[src/design/core_defines.svh]
`ifndef CORE_DEFINES_SVH
`define CORE_DEFINES_SVH

// datapath and instruction width
`define CORE_XLEN          32
`define CORE_REG_COUNT     32

// instruction field positions
`define CORE_OP_MSB        31
`define CORE_OP_LSB        27
`define CORE_RD_MSB        26
`define CORE_RD_LSB        22
`define CORE_RS_MSB        21
`define CORE_RS_LSB        17
`define CORE_RT_MSB        16
`define CORE_RT_LSB        12
`define CORE_SHAMT_MSB     11
`define CORE_SHAMT_LSB     7
`define CORE_ALUOP_MSB     6
`define CORE_ALUOP_LSB     2

`define CORE_IMM_WIDTH     17   // I-type immediate, sign-extended
`define CORE_TARGET_WIDTH  27   // J-type target, zero-extended

`define CORE_LINK_REG      5'd31  // jal destination

`endif

[src/design/core_pkg.sv]
`include "core_defines.svh"

package core_pkg;

    typedef logic [`CORE_XLEN-1:0] word_t;
    typedef logic [$clog2(`CORE_REG_COUNT)-1:0] reg_idx_t;

    // major opcodes, anything else runs as a nop
    typedef enum logic [4:0] {
        OP_ALU  = 5'b00000,
        OP_J    = 5'b00001,
        OP_BNE  = 5'b00010,
        OP_JAL  = 5'b00011,
        OP_JR   = 5'b00100,
        OP_ADDI = 5'b00101,
        OP_BLT  = 5'b00110,
        OP_SW   = 5'b00111,
        OP_LW   = 5'b01000
    } opcode_e;

    // R-type function field
    typedef enum logic [4:0] {
        ALU_ADD = 5'd0,
        ALU_SUB = 5'd1,
        ALU_AND = 5'd2,
        ALU_OR  = 5'd3,
        ALU_SLL = 5'd4,
        ALU_SRA = 5'd5
    } alu_op_e;

    typedef enum logic [1:0] {
        FWD_REG,    // value read in decode
        FWD_MEM,    // execute/memory register
        FWD_WB      // memory/writeback register
    } fwd_sel_e;

endpackage

[src/design/fetch_stage.sv]
`timescale 1ns/1ps

module fetch_stage import core_pkg::*; (
    input  logic  clock,
    input  logic  rst_n_i,
    input  logic  stall_i,
    input  logic  redirect_i,
    input  word_t redirect_target_i,
    input  word_t imem_data_i,
    output word_t imem_addr_o,
    output word_t fd_ir_o,
    output word_t fd_pc_o
);

    word_t pc;
    word_t pc_plus1;

    assign pc_plus1    = pc + 1'b1;
    assign imem_addr_o = pc;   // word address, data returns same cycle

    // redirect wins over a load-use stall
    always_ff @(posedge clock or negedge rst_n_i) begin
        if (!rst_n_i) begin
            pc      <= '0;
            fd_ir_o <= '0;
        end else if (redirect_i) begin
            pc      <= redirect_target_i;
            fd_ir_o <= '0;   // squash wrong-path fetch
        end else if (!stall_i) begin
            pc      <= pc_plus1;
            fd_ir_o <= imem_data_i;
        end
    end

    always_ff @(posedge clock) begin
        if (!stall_i) begin
            fd_pc_o <= pc_plus1;   // travels with the instruction
        end
    end

endmodule

[src/design/register_file.sv]
`timescale 1ns/1ps
`include "core_defines.svh"

module register_file import core_pkg::*; (
    input  logic     clock,
    input  logic     rst_n_i,
    input  reg_idx_t rd_idx_a_i,
    input  reg_idx_t rd_idx_b_i,
    input  reg_idx_t wr_idx_i,
    input  word_t    wr_data_i,
    input  logic     wr_en_i,
    output word_t    rd_data_a_o,
    output word_t    rd_data_b_o
);

    word_t regs [0:`CORE_REG_COUNT-1];
    logic  wr_ok;

    assign wr_ok = wr_en_i && (wr_idx_i != '0);   // r0 stays zero

    always_ff @(posedge clock or negedge rst_n_i) begin
        if (!rst_n_i) begin
            for (int i = 0; i < `CORE_REG_COUNT; i++) begin
                regs[i] <= '0;
            end
        end else if (wr_ok) begin
            regs[wr_idx_i] <= wr_data_i;
        end
    end

    // same-cycle write shows up on the read ports
    assign rd_data_a_o = (rd_idx_a_i == '0) ? '0 :
                         (wr_ok && wr_idx_i == rd_idx_a_i) ? wr_data_i :
                         regs[rd_idx_a_i];

    assign rd_data_b_o = (rd_idx_b_i == '0) ? '0 :
                         (wr_ok && wr_idx_i == rd_idx_b_i) ? wr_data_i :
                         regs[rd_idx_b_i];

endmodule

[src/design/decode_stage.sv]
`timescale 1ns/1ps
`include "core_defines.svh"

module decode_stage import core_pkg::*; (
    input  logic     clock,
    input  logic     rst_n_i,
    input  word_t    fd_ir_i,
    input  word_t    fd_pc_i,
    input  word_t    rd_data_a_i,
    input  word_t    rd_data_b_i,
    input  logic     flush_i,
    output reg_idx_t rd_idx_a_o,
    output reg_idx_t rd_idx_b_o,
    output logic     stall_o,
    output word_t    dx_ir_o,
    output word_t    dx_pc_o,
    output word_t    dx_a_o,
    output word_t    dx_b_o
);

    opcode_e  opcode;
    opcode_e  dx_opcode;
    reg_idx_t rs;
    reg_idx_t rt;
    reg_idx_t rd;
    reg_idx_t dx_rd;
    logic     uses_a;
    logic     uses_b;
    logic     hazard_a;
    logic     hazard_b;
    word_t    ir_next;

    assign opcode = opcode_e'(fd_ir_i[`CORE_OP_MSB:`CORE_OP_LSB]);
    assign rs     = fd_ir_i[`CORE_RS_MSB:`CORE_RS_LSB];
    assign rt     = fd_ir_i[`CORE_RT_MSB:`CORE_RT_LSB];
    assign rd     = fd_ir_i[`CORE_RD_MSB:`CORE_RD_LSB];

    // second port reads rt for R-type, rd for branches, jr and sw
    assign rd_idx_a_o = rs;
    assign rd_idx_b_o = (opcode == OP_ALU) ? rt : rd;

    // which ports actually feed the datapath
    assign uses_a = opcode inside {OP_ALU, OP_ADDI, OP_BNE, OP_BLT, OP_SW, OP_LW};
    assign uses_b = opcode inside {OP_ALU, OP_BNE, OP_BLT, OP_JR};   // sw data fixed up later

    assign dx_opcode = opcode_e'(dx_ir_o[`CORE_OP_MSB:`CORE_OP_LSB]);
    assign dx_rd     = dx_ir_o[`CORE_RD_MSB:`CORE_RD_LSB];

    assign hazard_a = uses_a && (rd_idx_a_o != '0) && (rd_idx_a_o == dx_rd);
    assign hazard_b = uses_b && (rd_idx_b_o != '0) && (rd_idx_b_o == dx_rd);

    // load result is not ready until writeback, hold one cycle
    assign stall_o = (dx_opcode == OP_LW) && (hazard_a || hazard_b);

    assign ir_next = (stall_o || flush_i) ? '0 : fd_ir_i;   // bubble = add r0,r0,r0

    always_ff @(posedge clock or negedge rst_n_i) begin
        if (!rst_n_i) begin
            dx_ir_o <= '0;
        end else begin
            dx_ir_o <= ir_next;
        end
    end

    always_ff @(posedge clock) begin
        dx_pc_o <= fd_pc_i;
        dx_a_o  <= rd_data_a_i;
        dx_b_o  <= rd_data_b_i;
    end

endmodule

[src/design/execute_stage.sv]
`timescale 1ns/1ps
`include "core_defines.svh"

module execute_stage import core_pkg::*; (
    input  logic     clock,
    input  logic     rst_n_i,
    input  word_t    dx_ir_i,
    input  word_t    dx_pc_i,          // pc-plus-one
    input  word_t    dx_a_i,
    input  word_t    dx_b_i,
    input  reg_idx_t wb_idx_i,
    input  word_t    wb_data_i,
    input  logic     wb_en_i,
    output logic     redirect_o,
    output word_t    redirect_target_o,
    output word_t    xm_ir_o,
    output word_t    xm_result_o,
    output word_t    xm_b_o
);

    opcode_e  opcode;
    opcode_e  xm_opcode;
    alu_op_e  alu_fn;
    reg_idx_t src_a;
    reg_idx_t src_b;
    reg_idx_t xm_dest;
    logic     xm_writes;
    fwd_sel_e sel_a;
    fwd_sel_e sel_b;
    word_t    op_a;
    word_t    op_b;
    word_t    imm;
    word_t    target;
    word_t    alu_b;
    word_t    alu_out;
    word_t    result;
    logic [`CORE_SHAMT_MSB-`CORE_SHAMT_LSB:0] shamt;

    // nearest producer wins
    function automatic fwd_sel_e fwd_pick(
        input reg_idx_t idx,
        input logic     mem_en,
        input reg_idx_t mem_idx,
        input logic     wb_en,
        input reg_idx_t wb_idx
    );
        fwd_sel_e sel;
        sel = FWD_REG;
        if (idx != '0 && wb_en && idx == wb_idx) begin
            sel = FWD_WB;
        end
        if (idx != '0 && mem_en && idx == mem_idx) begin
            sel = FWD_MEM;
        end
        return sel;
    endfunction

    assign opcode = opcode_e'(dx_ir_i[`CORE_OP_MSB:`CORE_OP_LSB]);
    assign src_a  = dx_ir_i[`CORE_RS_MSB:`CORE_RS_LSB];
    assign src_b  = (opcode == OP_ALU) ? dx_ir_i[`CORE_RT_MSB:`CORE_RT_LSB]
                                       : dx_ir_i[`CORE_RD_MSB:`CORE_RD_LSB];

    // lw result not ready here, decode stalls for it
    assign xm_opcode = opcode_e'(xm_ir_o[`CORE_OP_MSB:`CORE_OP_LSB]);
    assign xm_writes = xm_opcode inside {OP_ALU, OP_ADDI, OP_JAL};
    assign xm_dest   = (xm_opcode == OP_JAL) ? `CORE_LINK_REG
                                             : xm_ir_o[`CORE_RD_MSB:`CORE_RD_LSB];

    assign sel_a = fwd_pick(src_a, xm_writes, xm_dest, wb_en_i, wb_idx_i);
    assign sel_b = fwd_pick(src_b, xm_writes, xm_dest, wb_en_i, wb_idx_i);

    always_comb begin
        case (sel_a)
            FWD_MEM: op_a = xm_result_o;
            FWD_WB:  op_a = wb_data_i;
            default: op_a = dx_a_i;
        endcase
        case (sel_b)
            FWD_MEM: op_b = xm_result_o;
            FWD_WB:  op_b = wb_data_i;
            default: op_b = dx_b_i;
        endcase
    end

    assign imm = {{(`CORE_XLEN-`CORE_IMM_WIDTH){dx_ir_i[`CORE_IMM_WIDTH-1]}},
                  dx_ir_i[`CORE_IMM_WIDTH-1:0]};
    assign target = {{(`CORE_XLEN-`CORE_TARGET_WIDTH){1'b0}},
                     dx_ir_i[`CORE_TARGET_WIDTH-1:0]};

    assign alu_b  = (opcode inside {OP_ADDI, OP_LW, OP_SW}) ? imm : op_b;
    assign alu_fn = (opcode == OP_ALU) ? alu_op_e'(dx_ir_i[`CORE_ALUOP_MSB:`CORE_ALUOP_LSB])
                                       : ALU_ADD;   // addr calc for lw/sw
    assign shamt  = dx_ir_i[`CORE_SHAMT_MSB:`CORE_SHAMT_LSB];

    always_comb begin
        case (alu_fn)
            ALU_ADD: alu_out = op_a + alu_b;
            ALU_SUB: alu_out = op_a - alu_b;
            ALU_AND: alu_out = op_a & alu_b;
            ALU_OR:  alu_out = op_a | alu_b;
            ALU_SLL: alu_out = op_a << shamt;
            ALU_SRA: alu_out = $signed(op_a) >>> shamt;
            default: alu_out = '0;
        endcase
    end

    assign result = (opcode == OP_JAL) ? dx_pc_i : alu_out;   // link value

    // rd sits on port b, so blt compares b against a
    always_comb begin
        case (opcode)
            OP_J, OP_JAL: redirect_o = 1'b1;
            OP_JR:        redirect_o = 1'b1;
            OP_BNE:       redirect_o = (op_b != op_a);
            OP_BLT:       redirect_o = ($signed(op_b) < $signed(op_a));
            default:      redirect_o = 1'b0;
        endcase
    end

    assign redirect_target_o = (opcode inside {OP_BNE, OP_BLT}) ? dx_pc_i + imm :
                               (opcode == OP_JR) ? op_b : target;

    always_ff @(posedge clock or negedge rst_n_i) begin
        if (!rst_n_i) begin
            xm_ir_o <= '0;
        end else begin
            xm_ir_o <= dx_ir_i;
        end
    end

    always_ff @(posedge clock) begin
        xm_result_o <= result;
        xm_b_o      <= op_b;   // store data, may still be stale after lw
    end

endmodule

[src/design/memory_stage.sv]
`timescale 1ns/1ps
`include "core_defines.svh"

module memory_stage import core_pkg::*; (
    input  logic     clock,
    input  logic     rst_n_i,
    input  word_t    xm_ir_i,
    input  word_t    xm_result_i,
    input  word_t    xm_b_i,
    input  word_t    dmem_rdata_i,
    output word_t    dmem_addr_o,
    output word_t    dmem_wdata_o,
    output logic     dmem_wren_o,
    output reg_idx_t wb_idx_o,
    output word_t    wb_data_o,
    output logic     wb_en_o
);

    opcode_e  opcode;
    reg_idx_t rd;
    reg_idx_t dest;
    logic     writes;
    logic     is_load;
    logic     st_fwd;
    word_t    wb_value;

    assign opcode  = opcode_e'(xm_ir_i[`CORE_OP_MSB:`CORE_OP_LSB]);
    assign rd      = xm_ir_i[`CORE_RD_MSB:`CORE_RD_LSB];
    assign is_load = (opcode == OP_LW);

    assign dmem_addr_o = xm_result_i;   // rs + imm
    assign dmem_wren_o = (opcode == OP_SW);

    // lw right before sw hands its data over here
    assign st_fwd       = wb_en_o && (wb_idx_o == rd);
    assign dmem_wdata_o = st_fwd ? wb_data_o : xm_b_i;

    assign writes   = opcode inside {OP_ALU, OP_ADDI, OP_LW, OP_JAL};
    assign dest     = (opcode == OP_JAL) ? `CORE_LINK_REG : rd;
    assign wb_value = is_load ? dmem_rdata_i : xm_result_i;

    always_ff @(posedge clock or negedge rst_n_i) begin
        if (!rst_n_i) begin
            wb_en_o <= 1'b0;
        end else begin
            wb_en_o <= writes && (dest != '0);   // r0 writes dropped
        end
    end

    always_ff @(posedge clock) begin
        wb_idx_o  <= dest;
        wb_data_o <= wb_value;
    end

endmodule

[src/design/pipeline_core.sv]
`timescale 1ns/1ps

module pipeline_core import core_pkg::*; (
    input  logic  clock,
    input  logic  rst_n_i,
    input  word_t imem_data_i,
    input  word_t dmem_rdata_i,
    output word_t imem_addr_o,
    output word_t dmem_addr_o,
    output word_t dmem_wdata_o,
    output logic  dmem_wren_o
);

    // fetch -> decode
    word_t    fd_ir;
    word_t    fd_pc;
    logic     stall;

    // decode <-> register file
    reg_idx_t rd_idx_a;
    reg_idx_t rd_idx_b;
    word_t    rd_data_a;
    word_t    rd_data_b;

    // decode -> execute
    word_t    dx_ir;
    word_t    dx_pc;
    word_t    dx_a;
    word_t    dx_b;

    // execute -> fetch/decode, execute -> memory
    logic     redirect;
    word_t    redirect_target;
    word_t    xm_ir;
    word_t    xm_result;
    word_t    xm_b;

    // writeback port, also a forwarding source
    reg_idx_t wb_idx;
    word_t    wb_data;
    logic     wb_en;

    fetch_stage u_fetch (
        .clock             (clock),
        .rst_n_i           (rst_n_i),
        .stall_i           (stall),
        .redirect_i        (redirect),
        .redirect_target_i (redirect_target),
        .imem_data_i       (imem_data_i),
        .imem_addr_o       (imem_addr_o),
        .fd_ir_o           (fd_ir),
        .fd_pc_o           (fd_pc)
    );

    decode_stage u_decode (
        .clock       (clock),
        .rst_n_i     (rst_n_i),
        .fd_ir_i     (fd_ir),
        .fd_pc_i     (fd_pc),
        .rd_data_a_i (rd_data_a),
        .rd_data_b_i (rd_data_b),
        .flush_i     (redirect),
        .rd_idx_a_o  (rd_idx_a),
        .rd_idx_b_o  (rd_idx_b),
        .stall_o     (stall),
        .dx_ir_o     (dx_ir),
        .dx_pc_o     (dx_pc),
        .dx_a_o      (dx_a),
        .dx_b_o      (dx_b)
    );

    register_file u_regfile (
        .clock       (clock),
        .rst_n_i     (rst_n_i),
        .rd_idx_a_i  (rd_idx_a),
        .rd_idx_b_i  (rd_idx_b),
        .wr_idx_i    (wb_idx),
        .wr_data_i   (wb_data),
        .wr_en_i     (wb_en),
        .rd_data_a_o (rd_data_a),
        .rd_data_b_o (rd_data_b)
    );

    execute_stage u_execute (
        .clock             (clock),
        .rst_n_i           (rst_n_i),
        .dx_ir_i           (dx_ir),
        .dx_pc_i           (dx_pc),
        .dx_a_i            (dx_a),
        .dx_b_i            (dx_b),
        .wb_idx_i          (wb_idx),
        .wb_data_i         (wb_data),
        .wb_en_i           (wb_en),
        .redirect_o        (redirect),
        .redirect_target_o (redirect_target),
        .xm_ir_o           (xm_ir),
        .xm_result_o       (xm_result),
        .xm_b_o            (xm_b)
    );

    memory_stage u_memory (
        .clock        (clock),
        .rst_n_i      (rst_n_i),
        .xm_ir_i      (xm_ir),
        .xm_result_i  (xm_result),
        .xm_b_i       (xm_b),
        .dmem_rdata_i (dmem_rdata_i),
        .dmem_addr_o  (dmem_addr_o),
        .dmem_wdata_o (dmem_wdata_o),
        .dmem_wren_o  (dmem_wren_o),
        .wb_idx_o     (wb_idx),
        .wb_data_o    (wb_data),
        .wb_en_o      (wb_en)
    );

endmodule

[config.mk]
export PLATFORM = sky130hd
export DESIGN_NAME = pipeline_core
export DESIGN_NICKNAME = d
export VERILOG_FILES = /design/src/design/core_pkg.sv /design/src/design/fetch_stage.sv /design/src/design/register_file.sv /design/src/design/decode_stage.sv /design/src/design/execute_stage.sv /design/src/design/memory_stage.sv /design/src/design/pipeline_core.sv
export VERILOG_INCLUDE_DIRS = /design/src /design/src/design
export SDC_FILE = /design/constraint.sdc
export NUM_CORES = 2
export LEC_CHECK = 0
export CORE_MARGIN = 3
export CORE_UTILIZATION = 36
export DETAILED_ROUTE_END_ITERATION = 12
export DONT_BUFFER_PORTS = 1
export GPL_TIMING_DRIVEN = 0
export MAX_ROUTING_LAYER = met4
export RECOVER_POWER = 25
export SYNTH_ARGS = -nofsm -noshare
export SYNTH_HDL_FRONTEND = slang
export SYNTH_SLANG_ARGS = --single-unit
export TNS_END_PERCENT = 1
[constraint.sdc]
create_clock -name clock -period 13.9 [get_ports clock]
set_input_delay 0.695 -clock clock [delete_from_list [all_inputs] [get_ports clock]]
set_output_delay 0.695 -clock clock [all_outputs]
set_load 0.01 [all_outputs]
---- Yosys cells after proc, flatten, opt, wreduce, memory -nomap -nowiden ----
Cells that the tools add are included.
word-level totals
  register bits after elaboration ......... 1,382
  bits of input ports ..................... 66
  output and inout port bits .............. 97
  word-level logic and storage cells ...... 173
cells by class
  $add $sub $neg .......................... 4
  order comparisons ....................... 5
  equality and inequality tests ........... 38
  shifts and indexed selects .............. 2
  mux-type cells .......................... 34
  bitwise logic cells ..................... 5
  reductions and logical operators ........ 40
operators by type and width
  operator               number
  $bwmux 1024            1
  $mux 32                18
  $bmux 32 s5            2
  $pmux 32 s6            1
  $demux 32 s5           1
  $pmux 32 s2            2
  $add 32x32->32         2
  $eq 5x3->1 const B     12
  $eq 5x5->1             9
  $add 32x1->32 const B  1
  $and 32x32->32         1
  $lt 32x32->1           1
  $ne 32x32->1           1
  $or 32x32->32          1
  $shl 32x5->32          1
  $sshr 32x5->32         1
  $sub 32x32->32         1
  $eq 5x2->1 const B     6
  $logic_not 5->1        6
  $reduce_bool 5->1      6
  $mux 5                 4
  $logic_and 1x1->1      19
  $ge 6x6->1 const B     3
  $not 5->6              3
  other kinds (14)       25

---- Depth between registers and ports, before layout ----
  word-level depth ........................ 13
  gate-level depth with buffers ........... 29
  depth with buffers taken out ............ 26

---- Modules after synthesis ----
Synthesis repeated with hierarchy kept, for this count alone.
unflattened totals
  cell total of the unflattened synthesis .. 6,411
  area, all modules ....................... 79,364.9 sq um
by module, submodules not included
  module         instances  cells each  area each (sq um)  sequential area each (sq um)
  register_file  1          3,741       54,830.1           25,624.6
  execute_stage  1          1,813       14,297.5           2,082.0
  fetch_stage    1          440         4,704.5            2,562.5
  decode_stage   1          253         3,448.3            2,722.6
  memory_stage   1          164         2,084.5            765.7

---- Worst setup path before layout ----
Ideal clock, no wire load.
  kind .................................... register to register
  start ................................... reg u_decode.dx_ir_o[16]
  end ..................................... reg u_execute.xm_result_o[31]
  library setup time ...................... 124 ps
  data arrival time ....................... 6,636 ps
  required time ........................... 13,776 ps
  path slack .............................. 7,140 ps
  cell stages (with the launch flop) ...... 29
  buffers on the path ..................... 3
  clock period less this slack ............ 6,760 ps
  cells stage by stage .................... dfrtp_1 -> clkbuf_1 -> nand3_1 -> and3_1 -> or4_1 -> buf_2 -> buf_2 -> nor4_1 -> a31oi_1 -> mux2i_1 -> ha_1 -> inv_1 -> or3_4 -> nor3_1 -> nor2_1 -> xor2_1 -> ha_1 -> a21o_1 -> a21o_1 -> a21o_1 -> a21o_1 -> a21oi_1 -> o21ai_0 -> a311o_1 -> o221ai_1 -> o21ai_0 -> xor2_1 -> a32o_1 -> a2111o_1
between the ends
  word-level cells in the longest chain between the ends .. 12
  elaborated cells between the ends (all ways) .. 20
  those cells by class .................... add/sub: 2; eq/ne: 4; mux: 7; bitwise: 2; reduce/logical: 5
RTL lines
  item                                              RTL line                                  RTL
  start, declared                                   decode_stage.sv:15                        output word_t dx_ir_o,
  start signal, assigned                            decode_stage.sv:61                        dx_ir_o <= ir_next;
  $mux 5 *                                          execute_stage.sv:60                       assign src_b = (opcode == OP_ALU) ? dx_ir_i[`CORE_RT_MSB:`CORE_RT_LSB]
  $reduce_bool 5->1                                 execute_stage.sv:49, execute_stage.sv:52
  $logic_and 1x1->1 (2 in series)                   execute_stage.sv:49                       if (idx != '0 && wb_en && idx == wb_idx) begin
  $mux 2                                            execute_stage.sv:49
  $mux 2 *                                          execute_stage.sv:52                       if (idx != '0 && mem_en && idx == mem_idx) begin
  $eq 2x2->1 or $eq 2x1->1 (tied branches)          execute_stage.sv:78                       case (sel_b)
  $pmux 32 s2 *                                     execute_stage.sv:78
  named net u_execute.op_b[1]                       execute_stage.sv:31                       word_t op_b;
  $mux 32 *                                         execute_stage.sv:90                       assign alu_b = (opcode inside {OP_ADDI, OP_LW, OP_SW}) ? imm : op_b;
  $sub 32x32->32 or $add 32x32->32 (tied branches)  execute_stage.sv:98, execute_stage.sv:97
  $pmux 32 s6 *                                     execute_stage.sv:96                       case (alu_fn)
  $mux 32 *                                         execute_stage.sv:107                      assign result = (opcode == OP_JAL) ? dx_pc_i : alu_out;
  named net u_execute.result[31]                    execute_stage.sv:36                       word_t result;
  end signal, assigned                              execute_stage.sv:132                      xm_result_o <= result;
  end, declared                                     execute_stage.sv:17                       output word_t xm_result_o,
The timed path passes the listed nets; every way through them passes the cells marked *.
A chain may end at the register's enable or synchronous reset.

---- Worst setup path in the final report ----
Same ends and word-level chain as after synthesis.

==> results.txt <==
status: finished with violations
failing checks: max-capacitance violations, max-slew violations
dpl hpwl: 313,000 µm
Area Overhead vs Synth: 12.7%
Max Cap Violations: 12
Ys Warns: 0
Pint: 12.4 mW
largest family of logic cells by synthesized area: multiplexers
Leakage: 37.4 nW
final setup TNS: 0 ns
Reg power frac: 25.9%
WL/cell: 37.8 µm
initial antenna violation count: 32
Clock Skews: 0.0860 ns
Num CTS Buffers: 158
Clk network pwr share: 17.2%
GRT Total Usage: 36.3%
worst path bufs/invs: 3
row cnt: 171
share of layout cells above drive strength 1: 23.4%
RSZ-0062 raised after global routing: false
most common cell in the netlist: nand2_1
via count: 68,032
PortBufs: 0
Synth area leader: dfrtp_1
crit path DAT: 11.68 ns
Overall Power: 25.9 mW
vias in the first global route: 66,934
final worst setup slack: 2.98 ns
DRT iter0 DRCs: 8,919
Logic pwr share: 56.9%
Post-synth EDFFs: 32
Min-Delay Path Class: in2reg
Slew HR: -408%
Area after DPL: 82,600 µm²
Slowest Stage Delay on Critical Path: 1.19 ns
critical path's top delay family: compound AO/OA/AOI/OAI gates
Worst-path clk slew: 0.07 ns
Worst VDD drop: 0.000184 V
Async S/R FF share, synth: 83.2%
pin count of the biggest net entering global routing: 1,132
Slew Limit Fails: 494
top cell type's share of synthesized area: 35.9%
via/cell ratio: 6.35
sequential element share of the synthesized area: 42.1%
Psw: 13.5 mW
worst slack at placement: 3.41 ns
# DRC: 0
H-tree Lvls: 4
startpoint types: register
predominant post-synthesis flop cell: dfrtp_1
Crit Path Max Fanout: 16
Critical Path RT: 14.66 ns
Cells after Synth: 7,470
DIE WIDTH: 474 µm
initial core utilization: 36.2%
Synth Area in Simple Gates: 13.2%
CP Class: reg2reg
Worst Max-Slew Pin Slew: 7.62 ns
synthesized area: 78,900 µm²
Post-layout nets: 7,868
post-route ant nets: 0
final wirelength: 405,000 µm
CORE AREA: 218,000 µm²
Worst setup EP type: register
Net Sw Frac: 52.2%
Adder-Cell Fraction of Synth Area: 2.03%
hold slack: 0.0287 ns
FF+latch count, synth: 1,360
Finish-stage setup viols: 0
Top Ports: 163
syn nets: 7,639
proportion of synthesized area in mux cells: 27.7%
Clock Latency Late Sink: 0.87 ns
routability cong.: 1.06
First-pass DRT Iterations: 8
power per cell area: 291 nW/µm²
CTS tree: yes
Die ar.: 225,000 µm²
Worst path slowest cell: a31oi_1
final standard cell area without fillers: 88,900 µm²
largest buffer count on any clock path: 3
clock root buffer: clkbuf_16
fin crit share: 78.5%
XOR/XNOR Fraction of Synth Area: 1.68%
Compound-Gate Fraction of Synth Area: 9.32%
fmax: 91.6 MHz
synth unique cells: 90
min Tclk post-route: 10.92 ns
syn avg cell area: 10.6 µm²
Post-CTS Resized: 0
global-route wire length before repair: 551,000 µm
Clock Sinks: 1,360
chip height: 474 µm
Area contributors post-synth: dfrtp_1 (36%), mux2_2 (16%), mux4_2 (10%)
final hold vios: 0
R2R setup slack: 2.98 ns
grt ovf: 0
synth cell count leaders: nand2_1 (1,308), dfrtp_1 (1,131), mux2_2 (1,117)
[sequential cells by signal, indices dropped and copies added, names as in the netlist]
register               flops
u_fetch.fd_pc_o           32
u_decode.dx_b_o           32
u_execute.xm_b_o          32
u_fetch.imem_addr_o       32
u_execute.xm_result_o     32
u_decode.dx_a_o           32
u_memory.wb_idx_o          5
u_decode.dx_ir_o          32
u_decode.dx_pc_o          32
u_memory.wb_data_o        32
u_fetch.fd_ir_o           32
u_regfile.regs          1024
u_execute.xm_ir_o         10
u_memory.wb_en_o           1
[cells in the final DEF, fill, tap and decap left out, types with 20 or more instances in the layout]
cell type      count
nand2_1         1308
nand4_1           23
nor3_1            34
mux2_2          1117
nor2_1           234
and2_1            49
a311oi_1         207
a22oi_1           20
a21oi_1          209
a211oi_1          96
xor2_1            60
ha_1             101
nor4_1            21
buf_1            123
dlygate4sd3_1     45
clkinv_2          24
mux4_2           365
clkbuf_16        160
dfrtp_1         1131
a21o_1            48
clkbuf_1         622
edfxtp_1          32
o211ai_1          36
clkbuf_8          30
o21ai_0          176
inv_1             76
mux2i_1          101
o21a_1            20
dfxtp_1          197
and3_1           120
diode_2           37
a31oi_1           74
maj3_1            30
xnor2_1           91
nand3_1          467
[power by group through the flow]
stage	Clock, mW	Sequential, mW	Combinational [mW]
floorplan	0	6.04	7.99
global placement	0	6.62	14.0
detailed placement	0	6.68	14.0
CTS	4.48	6.63	14.1
global route	4.63	6.80	15.1
finish	4.46	6.71	14.7
[metrics by stage]
stage	util (%)	cells
2_1_floorplan	-	7470
3_3_place_gp	37.9	10324
3_5_place_dp	38.0	10336
4_1_cts	40.7	10670
5_1_grt	40.8	10705
6_report	40.8	10720
[per-layer routing]
| layer | vias to the layer above | global-route usage, % | part of all wire [%] |
|---|---|---|---|
| li1 | 27802 | - | - |
| met3 | 1144 | 10.1 | 10 |
| met5 | - | - | 0 |
| met1 | 34887 | 43.7 | 38 |
| met2 | 4199 | 54.6 | 45 |
| met4 | 0 | 20.8 | 7.0 |
[kinds of logic (layout without fill, tap and decap cells)]
kind of cell    count (synthesis)  after routing
fa+ha+maj                     133            133
xor+xnor                      151            151
other cells                     0             37
mux                          1589           1589
flops                        1360           1360
compound gates               1059           1059
buf+inv                       816           1175
simple gates                 2362           2362
[area by class of cell]
| cell class | count | area (µm²) |
|---|---|---|
| inverter | 79 | 297 |
| sequential | 1360 | 33200 |
| tap | 2854 | 3570 |
| antenna | 37 | 92.6 |
| clock inverter | 71 | 966 |
| fill | 21058 | 129000 |
| buffer | 737 | 2810 |
| clock buffer | 219 | 4530 |
| multi-input combinational | 5294 | 42600 |
| timing repair buffer | 69 | 791 |
[worst reg2reg max path, cell delays in order, from the launching register on]
cell	delay [ns]
dfrtp_1	0.86
clkbuf_1	0.74
nand3_1	0.31
a21boi_0	0.32
o22a_1	0.19
clkbuf_1	0.40
clkbuf_1	0.49
nand3_1	0.15
a31oi_1	1.19
mux2i_1	0.48
nand4_2	0.29
nor2_1	0.09
a31oi_1	0.33
xor2_1	0.29
ha_1	0.33
a21o_1	0.18
a21oi_1	0.24
nor3b_1	0.27
o311ai_0	0.33
a31oi_1	0.75
o21ai_0	0.54
a311o_1	0.53
o221ai_1	0.30
o21ai_0	0.34
xor2_1	0.25
a32o_1	0.25
a2111o_1	0.41
[repair_timing]
item,4_1_cts,5_1_grt
hold buffers,44,2
hold endpoints to repair,1175,209
buffers inserted,0,0
[worst paths after layout]
kind | from | end | cells after the start
hold / removal | dmem_rdata_i[5] | u_memory.wb_data_o[5] | 1
hold reg to reg | u_fetch.fd_pc_o[4] | u_decode.dx_pc_o[4] | 0
setup reg to reg | u_decode.dx_ir_o[16] | u_execute.xm_result_o[31] | 26
min in group asynchronous | rst_n_i | u_regfile.regs[56] | 2
setup / recovery | u_decode.dx_ir_o[16] | u_execute.xm_result_o[31] | 26
max in group asynchronous | rst_n_i | u_regfile.regs[714] | 4
Power figures use the tool's default switching activity.
